<file path="src/link_pkg.sv">
package link_pkg;

    // ------------------------------------------------------------------
    // frame geometry
    // ------------------------------------------------------------------
    localparam int data_w    = 16;               // one data word per frame
    localparam int code_w    = 32;               // rate 1/2 codeword
    localparam int k_len     = 7;                // constraint length
    localparam int n_sym     = 16;               // qpsk symbols per codeword
    localparam int sym_idx_w = $clog2(n_sym);    // symbol index width
    localparam int bit_idx_w = $clog2(data_w);   // encoder bit counter width

    typedef logic [data_w-1:0] data_t;
    typedef logic [code_w-1:0] code_t;
    typedef logic [k_len-1:0]  poly_t;
    typedef logic [1:0]        comp_t;   // two's complement, 10 never legal
    typedef logic [1:0]        pair_t;   // two coded bits per symbol
    typedef logic [7:0]        erase_t;  // saturating erasure count

    // symbol component levels
    localparam comp_t comp_pos  = 2'b01;  // +1
    localparam comp_t comp_zero = 2'b00;
    localparam comp_t comp_neg  = 2'b11;  // -1

    // one symbol, either as i/q fields or as a raw nibble (i on top)
    typedef union packed {
        struct packed {
            comp_t i;
            comp_t q;
        } iq;
        logic [3:0] raw;
    } qpsk_sym_u;

    // legal raw nibbles, named by the pair they carry
    localparam logic [3:0] raw_00 = {comp_pos, comp_zero};   // (+1, 0)
    localparam logic [3:0] raw_01 = {comp_zero, comp_pos};   // (0, +1)
    localparam logic [3:0] raw_11 = {comp_neg, comp_zero};   // (-1, 0)
    localparam logic [3:0] raw_10 = {comp_zero, comp_neg};   // (0, -1)

endpackage

</file>
<file path="src/regmap_pkg.sv">
package regmap_pkg;

    typedef logic [7:0] addr_t;

    // ------------------------------------------------------------------
    // register addresses
    // ------------------------------------------------------------------
    localparam addr_t reg_tx_data  = 8'h00;  // wo, write starts a frame
    localparam addr_t reg_poly     = 8'h04;  // rw, g1 and g2
    localparam addr_t reg_status   = 8'h08;  // ro
    localparam addr_t reg_rx_word  = 8'h0C;  // ro, read clears rx_valid
    localparam addr_t reg_erasures = 8'h10;  // read count, write clears

    // reg_poly fields
    localparam int         poly_g1_lsb = 0;            // bits 6:0
    localparam int         poly_g2_lsb = 8;            // bits 14:8
    localparam logic [6:0] poly_g1_rst = 7'b1011011;
    localparam logic [6:0] poly_g2_rst = 7'b1111001;

    // reg_status bits
    localparam int st_enc_busy = 0;
    localparam int st_map_busy = 1;
    localparam int st_rx_valid = 2;

endpackage

</file>
<file path="src/conv_encoder.sv">
`timescale 1ns/1ps
module conv_encoder (
    input  logic            CLOCK_256,
    input  logic            reset,
    input  logic            tx_start,
    input  link_pkg::data_t tx_data,
    input  link_pkg::poly_t g1,
    input  link_pkg::poly_t g2,
    input  logic            code_ready,
    output logic            enc_busy,
    output logic            code_valid,
    output link_pkg::code_t code_word
);
    import link_pkg::*;

    logic                 running;   // shifting data bits
    logic [bit_idx_w-1:0] bit_cnt;
    logic                 start;
    data_t                data_q;    // lsb is the current bit
    poly_t                g1_q;
    poly_t                g2_q;
    logic [k_len-2:0]     hist;      // six previous bits, newest at 0
    logic [k_len-1:0]     window;
    code_t                code_q;

    assign start     = tx_start & ~enc_busy;
    assign window    = {hist, data_q[0]};  // new bit in position 0
    assign enc_busy  = running | code_valid;
    assign code_word = code_q;

    // ------------------------------------------------------------------
    // frame control
    // ------------------------------------------------------------------
    always_ff @(posedge CLOCK_256 or posedge reset) begin
        if (reset) begin
            running    <= 1'b0;
            code_valid <= 1'b0;
            bit_cnt    <= '0;
        end else begin
            if (start) begin
                running <= 1'b1;
                bit_cnt <= '0;
            end else if (running) begin
                bit_cnt <= bit_cnt + 1'b1;
                if (bit_cnt == bit_idx_w'(data_w - 1)) begin
                    running    <= 1'b0;
                    code_valid <= 1'b1;  // up the cycle after bit 15
                end
            end
            if (code_valid && code_ready) begin
                code_valid <= 1'b0;  // mapper took it
            end
        end
    end

    // shift path, pair n lands at bits 2n+1:2n after 16 shifts
    always_ff @(posedge CLOCK_256) begin
        if (start) begin
            data_q <= tx_data;
            g1_q   <= g1;
            g2_q   <= g2;
            hist   <= '0;  // state cleared per frame
        end else if (running) begin
            data_q <= data_q >> 1;
            hist   <= window[k_len-2:0];
            code_q <= {^(window & g2_q), ^(window & g1_q), code_q[code_w-1:2]};
        end
    end

endmodule

</file>
<file path="src/link_regs.sv">
`timescale 1ns/1ps
module link_regs (
    input  logic              CLOCK_256,
    input  logic              reset,
    input  logic              psel,
    input  logic              penable,
    input  logic              pwrite,
    input  regmap_pkg::addr_t paddr,
    input  logic [31:0]       pwdata,
    output logic [31:0]       prdata,
    output logic              pready,
    output logic              pslverr,
    input  logic              enc_busy,
    input  logic              map_busy,
    input  link_pkg::code_t   rx_word,
    input  logic              rx_done,
    input  logic              erase_inc,
    output logic              tx_start,
    output link_pkg::data_t   tx_data,
    output link_pkg::poly_t   g1,
    output link_pkg::poly_t   g2
);
    import link_pkg::*;
    import regmap_pkg::*;

    logic   access;      // apb access phase
    logic   wr_en;
    logic   rd_en;
    logic   mapped;      // address decodes to a register
    logic   read_only;
    logic   go;          // accepted frame start
    code_t  rx_word_q;
    logic   rx_valid_q;
    erase_t erase_cnt;

    assign access = psel & penable;
    assign wr_en  = access & pwrite;
    assign rd_en  = access & ~pwrite;
    assign pready = 1'b1;  // no wait states
    assign pslverr = access & (~mapped | (pwrite & read_only));

    // write while encoder busy is taken on the bus but dropped here
    assign go = wr_en && (paddr == reg_tx_data) && !enc_busy && !tx_start;

    // ------------------------------------------------------------------
    // read mux and address decode
    // ------------------------------------------------------------------
    always_comb begin
        mapped    = 1'b1;
        read_only = 1'b0;
        prdata    = '0;
        case (paddr)
            reg_tx_data:  prdata = '0;  // write only, reads back zero
            reg_poly: begin
                prdata[poly_g1_lsb +: k_len] = g1;
                prdata[poly_g2_lsb +: k_len] = g2;
            end
            reg_status: begin
                read_only              = 1'b1;
                prdata[st_enc_busy]    = enc_busy;
                prdata[st_map_busy]    = map_busy;
                prdata[st_rx_valid]    = rx_valid_q;
            end
            reg_rx_word: begin
                read_only = 1'b1;
                prdata    = rx_word_q;
            end
            reg_erasures: prdata = 32'(erase_cnt);
            default:      mapped = 1'b0;
        endcase
    end

    // ------------------------------------------------------------------
    // control and config registers
    // ------------------------------------------------------------------
    always_ff @(posedge CLOCK_256 or posedge reset) begin
        if (reset) begin
            tx_start   <= 1'b0;
            g1         <= poly_g1_rst;
            g2         <= poly_g2_rst;
            rx_word_q  <= '0;
            rx_valid_q <= 1'b0;
            erase_cnt  <= '0;
        end else begin
            tx_start <= go;  // one cycle pulse

            if (wr_en && paddr == reg_poly) begin
                g1 <= pwdata[poly_g1_lsb +: k_len];
                g2 <= pwdata[poly_g2_lsb +: k_len];
            end

            // new word beats a clearing read in the same cycle
            if (rx_done) begin
                rx_word_q  <= rx_word;
                rx_valid_q <= 1'b1;
            end else if (rd_en && paddr == reg_rx_word) begin
                rx_valid_q <= 1'b0;
            end

            if (wr_en && paddr == reg_erasures) begin
                erase_cnt <= '0;
            end else if (erase_inc && erase_cnt != '1) begin
                erase_cnt <= erase_cnt + 1'b1;  // stops at 255
            end
        end
    end

    // data word goes out with the start pulse
    always_ff @(posedge CLOCK_256) begin
        if (go) begin
            tx_data <= pwdata[data_w-1:0];
        end
    end

endmodule

</file>
<file path="src/qpsk_demapper.sv">
`timescale 1ns/1ps
module qpsk_demapper (
    input  logic            CLOCK_256,
    input  logic            reset,
    input  logic            rx_valid,
    input  link_pkg::comp_t rx_i,
    input  link_pkg::comp_t rx_q,
    output link_pkg::code_t rx_word,
    output logic            rx_done,
    output logic            erase_inc
);
    import link_pkg::*;

    qpsk_sym_u            sym;
    pair_t                pair;
    logic                 erased;    // not one of the four points
    logic [sym_idx_w-1:0] sym_idx;
    logic                 last_sym;
    code_t                asm_q;     // word under assembly
    code_t                asm_next;

    // fields in, raw nibble decoded
    always_comb begin
        sym.iq.i = rx_i;
        sym.iq.q = rx_q;
        erased   = 1'b0;
        case (sym.raw)
            raw_00:  pair = 2'b00;
            raw_01:  pair = 2'b01;
            raw_11:  pair = 2'b11;
            raw_10:  pair = 2'b10;
            default: begin
                pair   = 2'b00;  // erasure slot reads as zero
                erased = 1'b1;
            end
        endcase
    end

    // drop the pair into its slot
    always_comb begin
        asm_next                  = asm_q;
        asm_next[2*sym_idx +: 2]  = pair;
    end

    assign last_sym = (sym_idx == sym_idx_w'(n_sym - 1));

    // ------------------------------------------------------------------
    // symbol counter and pulses
    // ------------------------------------------------------------------
    always_ff @(posedge CLOCK_256 or posedge reset) begin
        if (reset) begin
            sym_idx   <= '0;
            rx_done   <= 1'b0;
            erase_inc <= 1'b0;
        end else begin
            rx_done   <= rx_valid & last_sym;
            erase_inc <= rx_valid & erased;
            if (rx_valid) begin
                sym_idx <= sym_idx + 1'b1;  // wraps at 16
            end
        end
    end

    always_ff @(posedge CLOCK_256) begin
        if (rx_valid) begin
            asm_q <= asm_next;
            if (last_sym) begin
                rx_word <= asm_next;  // visible with rx_done
            end
        end
    end

endmodule

</file>
<file path="src/qpsk_link_top.sv">
`timescale 1ns/1ps
module qpsk_link_top (
    input  logic              CLOCK_256,
    input  logic              reset,
    input  logic              psel,
    input  logic              penable,
    input  logic              pwrite,
    input  regmap_pkg::addr_t paddr,
    input  logic [31:0]       pwdata,
    output logic [31:0]       prdata,
    output logic              pready,
    output logic              pslverr,
    output logic              tx_valid,
    output link_pkg::comp_t   tx_i,
    output link_pkg::comp_t   tx_q,
    input  logic              rx_valid,
    input  link_pkg::comp_t   rx_i,
    input  link_pkg::comp_t   rx_q
);
    import link_pkg::*;

    logic  tx_start;
    data_t tx_data;
    poly_t g1;
    poly_t g2;
    logic  enc_busy;
    logic  map_busy;
    logic  code_valid;    // encoder to mapper handshake
    logic  code_ready;
    code_t code_word;
    code_t rx_word;
    logic  rx_done;
    logic  erase_inc;

    // ------------------------------------------------------------------
    // register block
    // ------------------------------------------------------------------
    link_regs link_regs_i (
        .CLOCK_256 (CLOCK_256),
        .reset     (reset),
        .psel      (psel),
        .penable   (penable),
        .pwrite    (pwrite),
        .paddr     (paddr),
        .pwdata    (pwdata),
        .prdata    (prdata),
        .pready    (pready),
        .pslverr   (pslverr),
        .enc_busy  (enc_busy),
        .map_busy  (map_busy),
        .rx_word   (rx_word),
        .rx_done   (rx_done),
        .erase_inc (erase_inc),
        .tx_start  (tx_start),
        .tx_data   (tx_data),
        .g1        (g1),
        .g2        (g2)
    );

    // ------------------------------------------------------------------
    // transmit side
    // ------------------------------------------------------------------
    conv_encoder conv_encoder_i (
        .CLOCK_256  (CLOCK_256),
        .reset      (reset),
        .tx_start   (tx_start),
        .tx_data    (tx_data),
        .g1         (g1),
        .g2         (g2),
        .code_ready (code_ready),
        .enc_busy   (enc_busy),
        .code_valid (code_valid),
        .code_word  (code_word)
    );

    qpsk_mapper qpsk_mapper_i (
        .CLOCK_256  (CLOCK_256),
        .reset      (reset),
        .code_valid (code_valid),
        .code_word  (code_word),
        .code_ready (code_ready),
        .map_busy   (map_busy),
        .tx_valid   (tx_valid),
        .tx_i       (tx_i),
        .tx_q       (tx_q)
    );

    // receive side, channel is outside
    qpsk_demapper qpsk_demapper_i (
        .CLOCK_256 (CLOCK_256),
        .reset     (reset),
        .rx_valid  (rx_valid),
        .rx_i      (rx_i),
        .rx_q      (rx_q),
        .rx_word   (rx_word),
        .rx_done   (rx_done),
        .erase_inc (erase_inc)
    );

endmodule

</file>
<file path="src/qpsk_mapper.sv">
`timescale 1ns/1ps
module qpsk_mapper (
    input  logic            CLOCK_256,
    input  logic            reset,
    input  logic            code_valid,
    input  link_pkg::code_t code_word,
    output logic            code_ready,
    output logic            map_busy,
    output logic            tx_valid,
    output link_pkg::comp_t tx_i,
    output link_pkg::comp_t tx_q
);
    import link_pkg::*;

    code_t                word_q;
    logic                 sending;
    logic [sym_idx_w-1:0] sym_idx;
    pair_t                pair;
    qpsk_sym_u            sym;

    assign code_ready = ~sending;  // take a word only when idle
    assign map_busy   = sending;
    assign tx_valid   = sending;
    assign pair       = word_q[2*sym_idx +: 2];

    // pair to constellation point
    always_comb begin
        sym = '0;
        case (pair)
            2'b00: begin
                sym.iq.i = comp_pos;
                sym.iq.q = comp_zero;
            end
            2'b01: begin
                sym.iq.i = comp_zero;
                sym.iq.q = comp_pos;
            end
            2'b11: begin
                sym.iq.i = comp_neg;
                sym.iq.q = comp_zero;
            end
            default: begin  // 10
                sym.iq.i = comp_zero;
                sym.iq.q = comp_neg;
            end
        endcase
    end

    assign tx_i = sym.iq.i;
    assign tx_q = sym.iq.q;

    always_ff @(posedge CLOCK_256 or posedge reset) begin
        if (reset) begin
            sending <= 1'b0;
            sym_idx <= '0;
            word_q  <= '0;
        end else if (code_valid && code_ready) begin
            word_q  <= code_word;
            sending <= 1'b1;  // 16 symbols from next cycle
            sym_idx <= '0;
        end else if (sending) begin
            sym_idx <= sym_idx + 1'b1;
            if (sym_idx == sym_idx_w'(n_sym - 1)) begin
                sending <= 1'b0;
            end
        end
    end

endmodule

</file>
<file path="config.mk">
export PLATFORM = sky130hd
export DESIGN_NAME = qpsk_link_top
export DESIGN_NICKNAME = d
export VERILOG_FILES = /design/src/link_pkg.sv /design/src/regmap_pkg.sv /design/src/conv_encoder.sv /design/src/link_regs.sv /design/src/qpsk_demapper.sv /design/src/qpsk_link_top.sv /design/src/qpsk_mapper.sv
export SDC_FILE = /design/constraint.sdc
export NUM_CORES = 1
export LEC_CHECK = 0
export BUFFER_PORTS_ARGS = -buffer_cell sky130_fd_sc_hd__buf_4
export CORE_MARGIN = 1.5
export CORE_UTILIZATION = 40
export CTS_CLUSTER_SIZE = 14
export DETAILED_ROUTE_END_ITERATION = 8
export GPL_TIMING_DRIVEN = 0
export HOLD_SLACK_MARGIN = 0.08
export SLEW_MARGIN = 10
export SYNTH_ARGS = -nofsm -noshare
export SYNTH_HDL_FRONTEND = slang
export SYNTH_HIERARCHICAL = 1
export SYNTH_SLANG_ARGS = --single-unit
</file>
<file path="constraint.sdc">
create_clock -name CLOCK_256 -period 5.14 [get_ports CLOCK_256]
set_input_delay 0.257 -clock CLOCK_256 [delete_from_list [all_inputs] [get_ports CLOCK_256]]
set_output_delay 0.257 -clock CLOCK_256 [all_outputs]
set_load 0.005 [all_outputs]
</file>
==> summary.md <==
| Metric | Value |
|---|---|
| Vias in the first global route | `6256` |
| Design area | `~13000 sq um` |
| Worst VDD drop | `between 0.2 and 0.3 mV` |
| Clk_lat worst skew | `550 ps` |
| Post-synth top area share | `0.400` |
| RSZ-0062 raised after global routing | `no` |
| First-pass GRT wire length | `roughly 35000 um` |
| Placement Cell Area | `11700 sq um` |
| Power Dens Cells | `435 nW/um^2` |
| Data arrival, critical path | `roughly 2700 ps` |
| Lkg Pwr | `0.00520 uW` |
| Post-synth top flop | `edfxtp_1` |
| Post-synth EDFFs | `142` |
| Syn nets | `746` |
| Worst Path Required | `4880 ps` |
| Final Hold Viols | `0` |
| First-pass iteration count of the detailed router | `5` |
| Initial antenna violation count | `0` |
| Worst slew margin | `0.471` |
| Worst slack, placed | `2430 ps` |
| Crit-path max cell delay | `480 ps` |
| Pins Over Slew Limit | `0` |
| CP Class | `flop to output port` |
| Initial DRC count | `398` |
| Crit path time final | `2960 ps` |
| Largest net degree at the start of global routing | `39` |
| Crit-path max FO | `10` |
| Area Growth Syn to Fin | `20.9%` |
| HPWL after DPL | `14900 um` |
| Fin Setup TNS | `0 ps` |
| Ys Warns | `6` |
| Layout cells sized above 1 | `0.290` |
| Library cells used by synthesis | `70` |
| Final setup margin | `about 2200 ps` |
| IO Pins | `89` |
| # Max-Cap Violations | `0` |
| CTS tree | `built` |
| Synth area leader | `edfxtp_1` |
| Routed Antenna Nets | `0` |
| Crit end category | `output port` |
| Peak Freq | `338 MHz` |
| CP delay by family, top | `buffers and inverters` |
| Clock transition at the registers of the reported paths | `60 ps` |
| Core area | `approximately 26000 sq um` |
| Ant diodes | `0` |
| Critical path's slowest cell | `clkbuf_1` |
| Critical-path cell list | `clkbuf_1, mux4_2, a221oi_1, ha_1, inv_1, buf_4` |
| Worst hold path class | `input port to flop` |
| Max clock buf depth | `3` |
| Port Buf Inserts | `70` |
| Fin nets | `874` |
| Rows | `59` |
| Top post-synthesis cells by area | `edfxtp_1, dfrtp_1, mux2_1` |
| Clk_skew | `24.4 ps` |
| Final wirelength | `21400 um` |
| Via count | `6020` |
| Post-Syn Instances | `688` |
| Die width | `166 um` |
| Total track usage | `0.158` |
| Synth Cell Area | `10600 sq um` |
| H-Tree Depth | `1` |
| Footprint of the multi-input gates | `3400 sq um` |
| Fill cell count | `2196` |
| Die area | `27600 sq um` |
| Clk root buf | `clkbuf_16` |
| CTS Buf Count | `28` |
| Vias/cell | `5.13` |
| Status | `complete, no violations` |
| Most common cell after layout, fill and taps aside | `edfxtp_1` |
| DR WL/cell | `18.2 um` |
| # clock sinks | `253` |
| Crit path buf inv count | `3` |
| Register bit count reported by yosys | `253` |
| Drt drc | `0` |
| Actual slew at the worst max-slew pin | `792 ps` |
| Avg Cell Area, Syn | `15.5 sq um` |
| Most frequent cells in the layout | `edfxtp_1, dfrtp_1, buf_4` |
| Seq/Total Area, Yosys | `0.660` |
| Flip-flop and latch area | `around 7000 sq um` |
| Setup Buffers After CTS | `0` |
| Die Y | `166 um` |
| GRT overflow | `0` |
| Final cycle utilization of the critical path | `0.576` |
| Worst setup SP type | `flop` |
| Async SR Flop Fraction | `0.415` |
| Starting Density | `0.409` |
| # setup viols final | `0` |
| GPL Wtd Cong | `approximately 0.85` |
[sequential cells by signal (all words and copies together), names as in the netlist, 4 cells and up]
name and count:
conv_encoder_i/code_word 32, link_regs_i/rx_word_q 32, qpsk_demapper_i/asm_q 32, qpsk_demapper_i/rx_word 32, qpsk_mapper_i/word_q 32, conv_encoder_i/data_q 16
link_regs_i/tx_data 16, link_regs_i/erase_cnt 8, conv_encoder_i/g1_q 7, conv_encoder_i/g2_q 7, link_regs_i/g1 7, link_regs_i/g2 7
conv_encoder_i/hist 6, conv_encoder_i/bit_cnt 4, qpsk_demapper_i/sym_idx 4, qpsk_mapper_i/sym_idx 4
[cell families after synthesis]
family	Yosys count	synth area share
xor gates and xnor gates	17	0.0192
AOI/OAI and AO/OA	63	0.0468
other	1	0.000352
muxes	139	0.159
buffers and inverters	47	0.0222
DFF	253	0.660
adders and majority gates	8	0.00940
and+or+nand+nor	160	0.0837
[path summary, 6_finish.rpt]
check	from	endpoint	slack, ps	depth (start not counted)
worst max register to register	qpsk_demapper_i/sym_idx[0]	qpsk_demapper_i/asm_q[6]	2400	7
worst min register to register	conv_encoder_i/code_word[9]	conv_encoder_i/code_word[7]	450	0
max in group asynchronous	reset	link_regs_i/g2[3]	4110	4
min in group asynchronous	reset	conv_encoder_i/bit_cnt[2]	250	3
worst max-delay path	qpsk_mapper_i/sym_idx[2]	tx_q[0]	2180	6
worst min-delay path	paddr[2]	link_regs_i/tx_start	150	3
[metrics by stage]
| stage | util | total power, uW | instances | hold slack, ps |
|---|---|---|---|---|
| floorplan | - | 3320 | 688 | 48.0 |
| global placement | 0.445 | 3540 | 1093 | 210 |
| detailed placement | 0.449 | 3600 | 1098 | 234 |
| CTS | 0.494 | 5650 | 1173 | 124 |
| global route | 0.494 | 5870 | 1173 | 158 |
| finish | 0.494 | 5600 | 1173 | 153 |
[routing by layer]
metal	track usage	vias up	share of wire
met3	0.0255	33	0.043
met4	0.0415	0	0.019
met5	0	-	0
met2	0.261	133	0.48
met1	0.217	3039	0.46
li1	-	2815	-
[where the power goes]
part           switching (uW)  total, uW  internal (uW)
sequential                164       2640           2470
clock                     795       2010           1220
combinational             526        947            421
total                    1480       5600           4110
[synth_stat cells, types with 7 or more instances]
cell type	number
edfxtp_1	142
dfrtp_1	95
mux2_1	54
mux2_2	49
nand2_1	44
nor2_1	34
and2_1	19
mux2_4	19
inv_1	17
clkbuf_1	13
mux2i_1	11
dfstp_2	10
nor2b_1	10
nor3_1	9
o21ai_0	9
a22o_1	8
a22oi_1	8
buf_2	8
ha_1	8
xor2_1	8
a21oi_1	7
[repair_timing]
item                                   4_1_cts  5_1_grt
endpoints found under the hold margin       99        0
hold buffers                                23        0
resized for setup                            0        0
[cell type report]
type / count / area share
clock buffers: 37 / 0.0601
plain buffers: 29 / 0.0132
multi-input cells: 388 / 0.264
repair buffers: 98 / 0.0651
inverters: 18 / 0.00525
flip-flops and latches: 253 / 0.546
well taps: 335 / 0.0326
clock inverters: 15 / 0.0141
[tightest hold or removal path, cell delays in order]
cell,delay [ps]
buf_4,110
or3_1,200
nor4_2,80
(Power assumes the default switching activity.)
